$ cat src/source/backend_pkg.sv
`default_nettype none

package backend_pkg;

    localparam int unsigned xlen = 32;

    typedef logic [xlen-1:0] word_t;
    typedef logic [4:0]      reg_idx_t;

    // RV32I major opcodes used by the back end
    typedef enum logic [6:0] {
        op_reg    = 7'b0110011,
        op_imm    = 7'b0010011,
        op_load   = 7'b0000011,
        op_store  = 7'b0100011,
        op_branch = 7'b1100011,
        op_jal    = 7'b1101111,
        op_jalr   = 7'b1100111,
        op_lui    = 7'b0110111,
        op_auipc  = 7'b0010111
    } opcode_e;

    typedef enum logic [3:0] {
        alu_add,
        alu_sub,
        alu_sll,
        alu_slt,
        alu_sltu,
        alu_xor,
        alu_srl,
        alu_sra,
        alu_or,
        alu_and
    } alu_op_e;

    // Same encoding as funct3 of loads and stores, bit 2 is the unsigned flag
    typedef enum logic [2:0] {
        mem_byte   = 3'b000,
        mem_half   = 3'b001,
        mem_word   = 3'b010,
        mem_byte_u = 3'b100,
        mem_half_u = 3'b101
    } mem_size_e;

    typedef enum logic [1:0] {
        fwd_reg,
        fwd_mem,
        fwd_wb
    } fwd_sel_e;

endpackage

`default_nettype wire

$ cat src/source/stage_if.sv
`default_nettype none

// ID/EX pipeline register contents
interface id_ex_if;
    import backend_pkg::*;

    word_t     pc;
    word_t     rs1_value;
    word_t     rs2_value;
    reg_idx_t  rs1;
    reg_idx_t  rs2;
    reg_idx_t  rd;
    word_t     imm;
    alu_op_e   alu_op;
    logic      a_is_pc;
    logic      b_is_imm;
    logic      branch;
    logic [2:0] funct3;
    logic      jal;
    logic      jalr;
    logic      mem_read;
    logic      mem_write;
    mem_size_e mem_size;
    logic      reg_write;

    modport decode (
        output pc, rs1_value, rs2_value, rs1, rs2, rd, imm, alu_op, a_is_pc, b_is_imm,
               branch, funct3, jal, jalr, mem_read, mem_write, mem_size, reg_write
    );

    modport execute (
        input pc, rs1_value, rs2_value, rs1, rs2, rd, imm, alu_op, a_is_pc, b_is_imm,
              branch, funct3, jal, jalr, mem_read, mem_write, mem_size, reg_write
    );
endinterface

// EX/MEM pipeline register contents
interface ex_mem_if;
    import backend_pkg::*;

    word_t     result;
    word_t     store_data;
    reg_idx_t  rd;
    logic      reg_write;
    logic      mem_read;
    logic      mem_write;
    mem_size_e mem_size;

    modport execute (
        output result, store_data, rd, reg_write, mem_read, mem_write, mem_size
    );

    modport memory (
        input result, store_data, rd, reg_write, mem_read, mem_write, mem_size
    );
endinterface

`default_nettype wire

$ cat src/source/register_file.sv
`default_nettype none

module register_file (
    input  logic                  clk,
    input  logic                  rst_n,
    input  backend_pkg::reg_idx_t rs1,
    input  backend_pkg::reg_idx_t rs2,
    output backend_pkg::word_t    rs1_value,
    output backend_pkg::word_t    rs2_value,
    input  backend_pkg::reg_idx_t wb_rd,
    input  logic                  wb_write,
    input  backend_pkg::word_t    wb_data
);
    import backend_pkg::*;

    // x0 has no storage
    logic [xlen-1:0] regs [1:31];
    logic            write_en;

    assign write_en = wb_write && (wb_rd != '0);

    // Write-through so decode sees the value retiring this cycle
    function automatic word_t read_port(reg_idx_t idx);
        if (idx == '0)
            return '0;
        if (write_en && (idx == wb_rd))
            return wb_data;
        return regs[idx];
    endfunction

    always_comb begin
        rs1_value = read_port(rs1);
        rs2_value = read_port(rs2);
    end

    // No writes while in reset
    always_ff @(posedge clk) begin
        if (rst_n && write_en)
            regs[wb_rd] <= wb_data;
    end

endmodule

`default_nettype wire

$ cat src/source/decode_stage.sv
`default_nettype none

module decode_stage #(
    parameter backend_pkg::word_t reset_pc = '0
) (
    input  logic                  clk,
    input  logic                  rst_n,
    input  logic                  instruction_valid,
    input  backend_pkg::word_t    pc_in,
    input  backend_pkg::word_t    instruction,
    output backend_pkg::reg_idx_t rs1,
    output backend_pkg::reg_idx_t rs2,
    input  backend_pkg::word_t    rs1_value,
    input  backend_pkg::word_t    rs2_value,
    input  logic                  hold,
    input  logic                  redirect,
    output logic                  load_use_stall,
    id_ex_if.decode               id_ex
);
    import backend_pkg::*;

    opcode_e    opcode;
    logic [2:0] funct3;
    word_t      imm_i;
    word_t      imm_s;
    word_t      imm_b;
    word_t      imm_u;
    word_t      imm_j;
    word_t      imm;
    alu_op_e    alu_op;
    logic       a_is_pc;
    logic       b_is_imm;
    logic       branch;
    logic       jal;
    logic       jalr;
    logic       mem_read;
    logic       mem_write;
    logic       reg_write;
    logic       bubble;

    function automatic alu_op_e alu_from_funct(logic [2:0] f3, logic alt);
        case (f3)
            3'b000:  return alt ? alu_sub : alu_add;
            3'b001:  return alu_sll;
            3'b010:  return alu_slt;
            3'b011:  return alu_sltu;
            3'b100:  return alu_xor;
            3'b101:  return alt ? alu_sra : alu_srl;
            3'b110:  return alu_or;
            default: return alu_and;
        endcase
    endfunction

    // ==================================================
    // Field split and immediates
    // ==================================================
    assign opcode = opcode_e'(instruction[6:0]);
    assign funct3 = instruction[14:12];
    // LUI reads x0 so the ALU adds the immediate to zero
    assign rs1    = (opcode == op_lui) ? '0 : instruction[19:15];
    assign rs2    = instruction[24:20];

    assign imm_i = {{(xlen-12){instruction[31]}}, instruction[31:20]};
    assign imm_s = {{(xlen-12){instruction[31]}}, instruction[31:25], instruction[11:7]};
    assign imm_b = {{(xlen-13){instruction[31]}}, instruction[31], instruction[7],
                    instruction[30:25], instruction[11:8], 1'b0};
    assign imm_u = {instruction[31:12], 12'b0};
    assign imm_j = {{(xlen-21){instruction[31]}}, instruction[31], instruction[19:12],
                    instruction[20], instruction[30:21], 1'b0};

    // Control
    always_comb begin
        alu_op    = alu_add;
        imm       = imm_i;
        a_is_pc   = 1'b0;
        b_is_imm  = 1'b1;
        branch    = 1'b0;
        jal       = 1'b0;
        jalr      = 1'b0;
        mem_read  = 1'b0;
        mem_write = 1'b0;
        reg_write = 1'b0;
        case (opcode)
            op_reg: begin
                alu_op    = alu_from_funct(funct3, instruction[30]);
                b_is_imm  = 1'b0;
                reg_write = 1'b1;
            end
            op_imm: begin
                // Bit 30 is part of the immediate except for shifts
                alu_op    = alu_from_funct(funct3, (funct3 == 3'b101) && instruction[30]);
                reg_write = 1'b1;
            end
            op_load: begin
                mem_read  = 1'b1;
                reg_write = 1'b1;
            end
            op_store: begin
                imm       = imm_s;
                mem_write = 1'b1;
            end
            op_branch: begin
                imm      = imm_b;
                b_is_imm = 1'b0;
                branch   = 1'b1;
            end
            op_jal: begin
                imm       = imm_j;
                jal       = 1'b1;
                reg_write = 1'b1;
            end
            op_jalr: begin
                jalr      = 1'b1;
                reg_write = 1'b1;
            end
            op_lui: begin
                imm       = imm_u;
                reg_write = 1'b1;
            end
            op_auipc: begin
                imm       = imm_u;
                a_is_pc   = 1'b1;
                reg_write = 1'b1;
            end
            default: ;
        endcase
    end

    // ==================================================
    // Load-use hazard and ID/EX register
    // ==================================================
    assign load_use_stall = instruction_valid && id_ex.mem_read && (id_ex.rd != '0)
                            && ((id_ex.rd == rs1) || (id_ex.rd == rs2));

    assign bubble = redirect || load_use_stall || !instruction_valid;

    always_ff @(posedge clk or negedge rst_n) begin
        if (!rst_n) begin
            id_ex.pc        <= reset_pc;
            id_ex.branch    <= 1'b0;
            id_ex.jal       <= 1'b0;
            id_ex.jalr      <= 1'b0;
            id_ex.mem_read  <= 1'b0;
            id_ex.mem_write <= 1'b0;
            id_ex.reg_write <= 1'b0;
        end else if (!hold) begin
            id_ex.pc        <= bubble ? reset_pc : pc_in;
            id_ex.branch    <= branch && !bubble;
            id_ex.jal       <= jal && !bubble;
            id_ex.jalr      <= jalr && !bubble;
            id_ex.mem_read  <= mem_read && !bubble;
            id_ex.mem_write <= mem_write && !bubble;
            id_ex.reg_write <= reg_write && !bubble;
        end
    end

    always_ff @(posedge clk) begin
        if (!hold) begin
            id_ex.rs1_value <= rs1_value;
            id_ex.rs2_value <= rs2_value;
            id_ex.rs1       <= rs1;
            id_ex.rs2       <= rs2;
            id_ex.rd        <= instruction[11:7];
            id_ex.imm       <= imm;
            id_ex.alu_op    <= alu_op;
            id_ex.a_is_pc   <= a_is_pc;
            id_ex.b_is_imm  <= b_is_imm;
            id_ex.funct3    <= funct3;
            id_ex.mem_size  <= mem_size_e'(funct3);
        end
    end

endmodule

`default_nettype wire

$ cat src/source/execute_stage.sv
`default_nettype none

module execute_stage (
    input  logic                  clk,
    input  logic                  rst_n,
    input  logic                  hold,
    id_ex_if.execute              id_ex,
    ex_mem_if.execute             ex_mem,
    input  backend_pkg::reg_idx_t wb_rd,
    input  logic                  wb_write,
    input  backend_pkg::word_t    wb_data,
    output logic                  redirect,
    output backend_pkg::word_t    redirect_pc
);
    import backend_pkg::*;

    localparam int shamt_w = $clog2(xlen);

    fwd_sel_e           fwd_a;
    fwd_sel_e           fwd_b;
    word_t              rs1_fwd;
    word_t              rs2_fwd;
    word_t              op_a;
    word_t              op_b;
    word_t              alu_out;
    logic [shamt_w-1:0] shamt;
    logic               cond;

    // Newest producer wins, x0 never forwards
    function automatic fwd_sel_e fwd_select(reg_idx_t rs);
        if (ex_mem.reg_write && (ex_mem.rd != '0) && (ex_mem.rd == rs))
            return fwd_mem;
        if (wb_write && (wb_rd != '0) && (wb_rd == rs))
            return fwd_wb;
        return fwd_reg;
    endfunction

    function automatic word_t fwd_value(fwd_sel_e sel, word_t reg_value);
        case (sel)
            fwd_mem: return ex_mem.result;
            fwd_wb:  return wb_data;
            default: return reg_value;
        endcase
    endfunction

    // ==================================================
    // Operands and ALU
    // ==================================================
    always_comb begin
        fwd_a   = fwd_select(id_ex.rs1);
        fwd_b   = fwd_select(id_ex.rs2);
        rs1_fwd = fwd_value(fwd_a, id_ex.rs1_value);
        rs2_fwd = fwd_value(fwd_b, id_ex.rs2_value);
    end

    assign op_a  = id_ex.a_is_pc ? id_ex.pc : rs1_fwd;
    assign op_b  = id_ex.b_is_imm ? id_ex.imm : rs2_fwd;
    assign shamt = op_b[shamt_w-1:0];

    always_comb begin
        case (id_ex.alu_op)
            alu_sub:  alu_out = op_a - op_b;
            alu_sll:  alu_out = op_a << shamt;
            alu_slt:  alu_out = {{(xlen-1){1'b0}}, $signed(op_a) < $signed(op_b)};
            alu_sltu: alu_out = {{(xlen-1){1'b0}}, op_a < op_b};
            alu_xor:  alu_out = op_a ^ op_b;
            alu_srl:  alu_out = op_a >> shamt;
            alu_sra:  alu_out = $signed(op_a) >>> shamt;
            alu_or:   alu_out = op_a | op_b;
            alu_and:  alu_out = op_a & op_b;
            default:  alu_out = op_a + op_b;
        endcase
    end

    // ==================================================
    // Branch and jump resolution
    // ==================================================
    always_comb begin
        case (id_ex.funct3)
            3'b000:  cond = rs1_fwd == rs2_fwd;
            3'b001:  cond = rs1_fwd != rs2_fwd;
            3'b100:  cond = $signed(rs1_fwd) < $signed(rs2_fwd);
            3'b101:  cond = $signed(rs1_fwd) >= $signed(rs2_fwd);
            3'b110:  cond = rs1_fwd < rs2_fwd;
            3'b111:  cond = rs1_fwd >= rs2_fwd;
            default: cond = 1'b0;
        endcase
    end

    // Front end always predicts not taken
    assign redirect    = id_ex.jal || id_ex.jalr || (id_ex.branch && cond);
    assign redirect_pc = id_ex.jalr ? ((rs1_fwd + id_ex.imm) & ~word_t'(1))
                                    : (id_ex.pc + id_ex.imm);

    // EX/MEM register
    always_ff @(posedge clk or negedge rst_n) begin
        if (!rst_n) begin
            ex_mem.reg_write <= 1'b0;
            ex_mem.mem_read  <= 1'b0;
            ex_mem.mem_write <= 1'b0;
        end else if (!hold) begin
            ex_mem.reg_write <= id_ex.reg_write;
            ex_mem.mem_read  <= id_ex.mem_read;
            ex_mem.mem_write <= id_ex.mem_write;
        end
    end

    always_ff @(posedge clk) begin
        if (!hold) begin
            // Jumps link PC+4
            ex_mem.result     <= (id_ex.jal || id_ex.jalr) ? id_ex.pc + word_t'(4) : alu_out;
            ex_mem.store_data <= rs2_fwd;
            ex_mem.rd         <= id_ex.rd;
            ex_mem.mem_size   <= id_ex.mem_size;
        end
    end

endmodule

`default_nettype wire

$ cat src/source/memory_stage.sv
`default_nettype none

module memory_stage (
    input  logic                                clk,
    input  logic                                rst_n,
    input  logic                                hold,
    ex_mem_if.memory                            ex_mem,
    output backend_pkg::word_t                  mem_address,
    output backend_pkg::word_t                  mem_write_data,
    output logic [backend_pkg::xlen/8-1:0]      mem_byte_enable,
    output logic                                mem_write,
    output logic                                mem_read,
    input  backend_pkg::word_t                  mem_read_data,
    output backend_pkg::reg_idx_t               wb_rd,
    output logic                                wb_write,
    output backend_pkg::word_t                  wb_data
);
    import backend_pkg::*;

    localparam int lanes = xlen / 8;

    logic [1:0] lane;
    word_t      shifted;
    word_t      load_data;
    word_t      wb_load;
    word_t      wb_result;
    logic       wb_is_load;

    assign mem_address = ex_mem.result;
    assign mem_write   = ex_mem.mem_write;
    assign mem_read    = ex_mem.mem_read;
    assign lane        = ex_mem.result[1:0];

    // Store data copied into every lane, enables pick the addressed ones
    always_comb begin
        case (ex_mem.mem_size)
            mem_byte, mem_byte_u: begin
                mem_write_data  = {lanes{ex_mem.store_data[7:0]}};
                mem_byte_enable = {{(lanes-1){1'b0}}, 1'b1} << lane;
            end
            mem_half, mem_half_u: begin
                mem_write_data  = {(lanes/2){ex_mem.store_data[15:0]}};
                mem_byte_enable = {{(lanes-2){1'b0}}, 2'b11} << {lane[1], 1'b0};
            end
            default: begin
                mem_write_data  = ex_mem.store_data;
                mem_byte_enable = '1;
            end
        endcase
    end

    // Load alignment and extension
    assign shifted = mem_read_data >> {lane, 3'b000};

    always_comb begin
        case (ex_mem.mem_size)
            mem_byte:   load_data = {{(xlen-8){shifted[7]}}, shifted[7:0]};
            mem_byte_u: load_data = {{(xlen-8){1'b0}}, shifted[7:0]};
            mem_half:   load_data = {{(xlen-16){shifted[15]}}, shifted[15:0]};
            mem_half_u: load_data = {{(xlen-16){1'b0}}, shifted[15:0]};
            default:    load_data = mem_read_data;
        endcase
    end

    // ==================================================
    // MEM/WB register and writeback select
    // ==================================================
    always_ff @(posedge clk or negedge rst_n) begin
        if (!rst_n)
            wb_write <= 1'b0;
        else if (!hold)
            wb_write <= ex_mem.reg_write;
    end

    always_ff @(posedge clk) begin
        if (!hold) begin
            wb_rd      <= ex_mem.rd;
            wb_load    <= load_data;
            wb_result  <= ex_mem.result;
            wb_is_load <= ex_mem.mem_read;
        end
    end

    assign wb_data = wb_is_load ? wb_load : wb_result;

endmodule

`default_nettype wire

$ cat src/source/backend.sv
`default_nettype none

module backend #(
    parameter backend_pkg::word_t reset_pc = '0
) (
    input  logic                           clk,
    input  logic                           rst_n,
    input  logic                           instruction_valid,
    input  backend_pkg::word_t             pc_in,
    input  backend_pkg::word_t             instruction,
    output backend_pkg::word_t             mem_address,
    output backend_pkg::word_t             mem_write_data,
    output logic [backend_pkg::xlen/8-1:0] mem_byte_enable,
    output logic                           mem_write,
    output logic                           mem_read,
    input  backend_pkg::word_t             mem_read_data,
    input  logic                           mem_busy,
    output logic                           stall,
    output logic                           redirect,
    output backend_pkg::word_t             redirect_pc
);
    import backend_pkg::*;

    reg_idx_t rs1;
    reg_idx_t rs2;
    word_t    rs1_value;
    word_t    rs2_value;
    reg_idx_t wb_rd;
    logic     wb_write;
    word_t    wb_data;
    logic     load_use_stall;

    id_ex_if  id_ex ();
    ex_mem_if ex_mem ();

    // Busy memory freezes the whole pipe, load-use only the front
    assign stall = load_use_stall || mem_busy;

    register_file i_register_file (
        .clk       (clk),
        .rst_n     (rst_n),
        .rs1       (rs1),
        .rs2       (rs2),
        .rs1_value (rs1_value),
        .rs2_value (rs2_value),
        .wb_rd     (wb_rd),
        .wb_write  (wb_write),
        .wb_data   (wb_data)
    );

    decode_stage #(
        .reset_pc (reset_pc)
    ) i_decode_stage (
        .clk               (clk),
        .rst_n             (rst_n),
        .instruction_valid (instruction_valid),
        .pc_in             (pc_in),
        .instruction       (instruction),
        .rs1               (rs1),
        .rs2               (rs2),
        .rs1_value         (rs1_value),
        .rs2_value         (rs2_value),
        .hold              (mem_busy),
        .redirect          (redirect),
        .load_use_stall    (load_use_stall),
        .id_ex             (id_ex.decode)
    );

    execute_stage i_execute_stage (
        .clk         (clk),
        .rst_n       (rst_n),
        .hold        (mem_busy),
        .id_ex       (id_ex.execute),
        .ex_mem      (ex_mem.execute),
        .wb_rd       (wb_rd),
        .wb_write    (wb_write),
        .wb_data     (wb_data),
        .redirect    (redirect),
        .redirect_pc (redirect_pc)
    );

    memory_stage i_memory_stage (
        .clk             (clk),
        .rst_n           (rst_n),
        .hold            (mem_busy),
        .ex_mem          (ex_mem.memory),
        .mem_address     (mem_address),
        .mem_write_data  (mem_write_data),
        .mem_byte_enable (mem_byte_enable),
        .mem_write       (mem_write),
        .mem_read        (mem_read),
        .mem_read_data   (mem_read_data),
        .wb_rd           (wb_rd),
        .wb_write        (wb_write),
        .wb_data         (wb_data)
    );

endmodule

`default_nettype wire

$ cat config.mk
export PLATFORM = sky130hd
export DESIGN_NAME = backend
export DESIGN_NICKNAME = d
export VERILOG_FILES = /design/src/source/backend_pkg.sv /design/src/source/stage_if.sv /design/src/source/register_file.sv /design/src/source/decode_stage.sv /design/src/source/execute_stage.sv /design/src/source/memory_stage.sv /design/src/source/backend.sv
export SDC_FILE = /design/constraint.sdc
export NUM_CORES = 2
export LEC_CHECK = 0
export ABC_AREA = 0
export BUFFER_PORTS_ARGS = -buffer_cell sky130_fd_sc_hd__buf_4
export CAP_MARGIN = 10
export CORE_MARGIN = 8
export CORE_UTILIZATION = 60
export DETAILED_ROUTE_END_ITERATION = 12
export HOLD_SLACK_MARGIN = 0.1
export MAX_ROUTING_LAYER = met4
export PLACE_DENSITY = 0.77
export SLEW_MARGIN = 10
export SYNTH_ARGS = -nofsm -noshare
export SYNTH_HDL_FRONTEND = slang
export SYNTH_SLANG_ARGS = --single-unit
export TNS_END_PERCENT = 10
$ cat constraint.sdc
create_clock -name clk -period 13.7 [get_ports clk]
set_clock_uncertainty 0.1 [all_clocks]
set_input_delay 0 -clock clk [delete_from_list [all_inputs] [get_ports clk]]
set_output_delay 0 -clock clk [all_outputs]
set_load 0.02 [all_outputs]
After elaboration in Yosys (flattened, before gate mapping)
Memories as Yosys holds them, arrays and structs flattened.
Index checks and enable logic that the tools add are counted.

word-level totals
  register bits = 304
  bits in writable memories = 992
  bits of input ports = 100
  output and inout port bits = 104
  logic and storage cells = 197
  memories = 1

memories
  name                  words  width  rd ports  clocked after memory_dff  write ports  RTL line             RTL
  i_register_file.regs  31     32     2         0                         1            register_file.sv:17  logic [xlen-1:0] regs [1:31];

operators by class
  add/subtract/negate cells = 5
  $lt $le $gt $ge = 6
  eq/ne operators = 46
  shift-type cells = 6
  mux-type cells = 60
  bitwise operators = 3
  reductions and logical operators = 41

operators with widths
  cell                                                              count
  32-bit 2-to-1 mux                                                 14
  32-bit one-hot mux with 9 select lines                            1
  32-bit one-hot mux with 2 select lines                            3
  32-bit less-than comparator                                       4
  32-bit one-hot mux with 4 select lines                            1
  31-bit one-hot mux with 4 select lines                            1
  32-bit adder                                                      3
  32-bit >= comparator                                              2
  4-bit one-hot mux with 7 select lines                             2
  5-bit == test                                                     8
  32-bit by 3-bit adder with 32-bit output (second input constant)  1
  32-bit bitwise AND                                                1
  32-bit == test                                                    1
  32-bit inequality test                                            1
  32-bit bitwise OR                                                 1
  32-bit by 5-bit left shift with 32-bit output                     1
  32-bit by 5-bit >> shifter with 16-bit output                     1
  32-bit by 5-bit >> shifter with 32-bit output                     1
  32-bit by 5-bit >>> shifter with 32-bit output                    1
  32-bit subtractor                                                 1
  32-bit XOR                                                        1
  3-bit == test (second input constant)                             9
  1-bit 2-to-1 mux                                                  26
  7-bit by 6-bit == test with 1-bit output (second input constant)  3
  25 further kinds                                                  79

Longest topological paths before layout
  depth in word-level cells = 17
  depth in mapped cells = 25
  gate-level depth less buffers = 19

By module
A second synthesis with hierarchy kept.

unflattened totals
  cells, all modules = 5802
  area total of the unflattened synthesis = 75032.0 um2

by module, submodules not included
  module         times used  cells each  area an instance (um2)  sequential area each (um2)
  register_file  1           2677        46867.4                 29788.6
  execute_stage  1           2462        18227.5                 2237.1
  decode_stage   1           327         5734.2                  4554.4
  memory_stage   1           335         4196.5                  2127.0
  backend        1           1           6.3                     0.0

Worst setup path after synthesis
No wires, ideal clock.

  path type = in2reg
  start point = input mem_busy
  end point = register i_decode_stage.id_ex.a_is_pc, enable pin
  library setup time = 0.611 ns
  data arrival time = 5.425 ns
  required time = 12.989 ns
  slack = 7.564 ns
  stages on the path = 3
  buffers on the path = 2
  cell sequence = clkbuf_1 clkbuf_1 inv_1

RTL lines
  item         RTL line        RTL
  from (decl)  backend.sv:17   input logic mem_busy,
  to (decl)    stage_if.sv:27  output pc, rs1_value, rs2_value, rs1, rs2, rd, imm, alu_op, a_is_pc, b_is_imm,

No word-level cell between the ends.

Worst setup path in the final report
  start point = register i_memory_stage.wb_is_load
  end point = output redirect_pc[30]

between the ends
  word-level cells in the longest chain between the ends = 4

RTL lines
  item                                    RTL line             RTL
  from (decl)                             memory_stage.sv:27   logic wb_is_load;
  from (signal assigned)                  memory_stage.sv:80   wb_is_load <= ex_mem.mem_read;
  32-bit 2-to-1 mux                       memory_stage.sv:84   assign wb_data = wb_is_load ? wb_load : wb_result;
  via i_execute_stage.wb_data[0]          execute_stage.sv:11  input backend_pkg::word_t wb_data,
  32-bit one-hot mux with 2 select lines  execute_stage.sv:39  case (sel)
  32-bit adder                            execute_stage.sv:92  assign redirect_pc = id_ex.jalr ? ((rs1_fwd + id_ex.imm) & ~word_t'(1))
  32-bit 2-to-1 mux                       execute_stage.sv:92
  to (decl)                               backend.sv:20        output backend_pkg::word_t redirect_pc

The timed path passes the listed nets, and every way through them passes these cells.

==> flow_metrics.py <==
metrics = {
    "outcome": {
        "outcome": "completed",
    },
    "synth": {
        "ys_types": 90,
        "synth_edf_count": 1254,
        "synth_common_cells": "edfxtp_1, nand2_1, clkbuf_1",
        "yosysTopAreaCell": "edfxtp_1",
        "synthTopCellsByArea": "edfxtp_1, mux4_2, nand2_1",
        "synth.avg_cell_area_um2": 11.76,
        "synthesis.nets": 6685,
        "ys_ff_latch": 1296,
        "async_flop_share": 0.03241,
        "synth-main-ff-cell": "edfxtp_1",
        "yosysSeqAreaShare": 0.5153,
        "synth_area_um2": 75120,
        "syn-instance-count": 6390,
        "synth.most_common_cell": "edfxtp_1",
        "synth_top_area_frac": 0.5013,
        "yosysWarnings": 0,
    },
    "grt": {
        "gr-total-overflow": 0,
        "grt_pass1_vias": 61440,
        "grt_max_degree": 151,
        "grt_pass1_wl_um": 450600,
        "track_usage": 0.4722,
        "antenna_found_initial": 24,
    },
    "placement": {
        "place_congestion": 1.103,
        "port_buffers": 203,
        "dp_cells": 7924,
        "place_hpwl_um": 206700,
    },
    "critical_path": {
        "cp_max_fo": 35,
        "endpoint_kind": "primary output",
        "crit_type": "reg2out",
        "startpoint": "i_memory_stage.wb_is_load$_DFFE_PN_",
        "cp.required_ns": 13.60,
        "start_kind": "flip-flop",
        "cp_data_arrival_time_ns": 7.77,
        "r2r_start": "i_memory_stage.wb_rd[2]$_DFFE_PN_",
    },
    "clock_tree": {
        "cts_made_buffers": 139,
        "cts.clk_slew.worst_paths_ns": 0.06,
        "post_cts_buffers": 0,
        "root_buffer": "clkbuf_16",
        "numClockSinks": 1296,
        "postCtsResizedCells": 0,
        "cts_tree": "built",
        "insertion_delay_ns": 0.82,
        "htreeDepth": 4,
        "clockBufferDepth": 3,
    },
    "timing": {
        "post-route-min-period_ns": 7.866,
        "drv_slew": 0,
        "worst_pin_slew_ns": 1.303,
        "max_slew_margin": 0.1221,
        "fmax_mhz": 127.1,
        "rsz0062_at_grt": "no",
        "finalSetupViolCount": 0,
        "hold_violations": 0,
        "fin_crit_sh": 0.5741,
        "setup_tns_ns": 0,
    },
    "detailed_routing": {
        "first_pass_iters": 9,
        "ant_nets": 0,
        "wirelength_um": 322900,
        "avgRoutedWirePerCell_um": 38.27,
        "viasPerCell": 7.607,
        "drc": 0,
        "drt-initial-drc-count": 11480,
        "vias": 64190,
    },
    "floorplanning": {
        "core_um2": 124900,
        "io_pins": 204,
        "die_x_um": 369.8,
        "dieArea_um2": 136800,
        "placementRows": 130,
        "die_y_um": 369.8,
        "start_util": 0.6013,
    },
    "finish": {
        "final_util": 0.6843,
        "final_cells": 8438,
        "fin_nets": 6952,
        "layout-drive-gt1-share": 0.1672,
        "area_growth_pct": 13.80,
    },
    "job": {
        "maxCapViolCount": 0,
    },
    "power_and_ir_drop": {
        "peakVddDrop_mv": 0.1624,
        "powerDensity_nw_per_um2": 126.8,
        "p_leak_nw": 30.53,
    },
    "hold_path": {
        "hold_path.startpoint": "instruction[13]",
        "hp-class": "in2reg",
    },
}
state kept, by name, indices dropped and copies added (netlist names), 32 cells and up:
register and count:
i_memory_stage.wb_result 32, i_memory_stage.wb_load 32, i_register_file.regs 992, i_decode_stage.id_ex.imm 32, i_execute_stage.ex_mem.result 32, i_decode_stage.id_ex.rs2_value 32
i_decode_stage.id_ex.pc 32, i_decode_stage.id_ex.rs1_value 32, i_execute_stage.ex_mem.store_data 32
area by class of cell:
cell class / instances / area, um2
antenna: 23 / 57.56
sequential: 1296 / 38710
clock buffer: 174 / 3652
tap: 1650 / 2064
multi-input combinational: 4434 / 34200
timing repair buffer: 618 / 5319
inverter: 168 / 650.6
fill: 8673 / 39430
clock inverter: 75 / 833.3
logic make-up (layout without fill, tap and decap cells):
kind of cell	after synthesis	count (layout)	share of synthesized area
flip-flops	1296	1296	0.5153
multiplexers	730	730	0.1492
AO/OA/AOI/OAI	1683	1683	0.1511
buffers and inverters	660	1035	0.03481
adder cells (fa/ha/maj)	195	195	0.03288
XOR/XNOR	148	148	0.01726
other	0	23	0
AND/OR/NAND/NOR	1678	1678	0.09941
critical path, stage by stage, from the launching register on:
cell and delay, ns:
edfxtp_1 0.45, buf_4 0.46, mux2_2 0.65, or3_1 0.47, a31oi_1 0.52, nor2b_1 0.14
fa_1 0.45, a21o_1 0.21, a221oi_1 0.67, a21oi_1 0.41, and4_1 0.32, o21bai_1 0.17
a21boi_0 0.26, o41ai_1 0.51, buf_4 0.25, o21ai_0 0.12, xor2_1 0.19, a211oi_1 0.26
nand2_1 0.23, buf_4 0.23
where the power goes:
part	total [W]	switching, W	internal [W]	leakage, nW
combinational	0.00234	0.00155	0.000791	16.3
clock	0.00379	0.00169	0.00211	2.16
sequential	0.00470	0.000172	0.00453	12.1
per-stage QoR:
step / hold slack [ns] / worst slack, ns / total power [W] / instance area (um2)
floorplan: -0.3956 / 7.564 / 0.005997 / 75120
global placement: -0.1643 / 6.426 / 0.006918 / 78510
detailed placement: -0.1679 / 6.459 / 0.006922 / 78520
CTS: 0.1338 / 6.037 / 0.01069 / 85430
global route: 0.1736 / 5.521 / 0.01101 / 85470
finish: 0.1698 / 5.834 / 0.01084 / 85490
worst paths after layout:
kind                                                                end  slack [ns]  depth (start not counted)
max                                                     redirect_pc[30]        5.83                         19
min                            i_decode_stage.id_ex.alu_op[3]$_DFFE_PN_        0.17                          4
max reg2reg                 i_execute_stage.ex_mem.result[30]$_DFFE_PN_        6.21                         20
min reg2reg                i_execute_stage.ex_mem.mem_size[2]$_DFFE_PN_        0.43                          0
max in group asynchronous       i_decode_stage.id_ex.pc[17]$_DFFE_PN0N_       11.77                          4
min in group asynchronous           i_memory_stage.wb_write$_DFFE_PN0N_        0.61                          3
what timing repair did:
item / 4_1_cts / 5_1_grt
endpoints found under the hold margin: 234 / 0
hold buffers: 242 / 0
endpoints found under the setup margin: 0 / 0
placed cells by master, fill, tap and decap left out, types with 32 or more instances in the layout:
master	count
o221ai_1	41
a21oi_1	365
dfrtp_1	41
nor3_1	43
clkbuf_1	33
o21ai_0	300
buf_4	367
nand2b_1	32
nor2_4	34
a21o_1	85
nor3b_1	40
edfxtp_1	1254
mux2i_1	274
inv_1	155
mux2_2	155
xnor2_1	83
nor2b_1	142
o22ai_1	72
nor2_1	267
dlygate4sd3_1	242
mux4_2	294
nand2_1	851
nand3_1	148
xor2_1	65
a211oi_1	248
a22o_1	40
a221oi_1	40
clkbuf_16	141
a311oi_1	110
ha_1	191
a31oi_1	109
layer usage:
layer  share of wire  GRT usage
met5               0          -
met4           0.090     0.3317
met3            0.16     0.1560
met2            0.42     0.6632
met1            0.33     0.5749
Note: power is estimated with default switching activity, not from simulation.
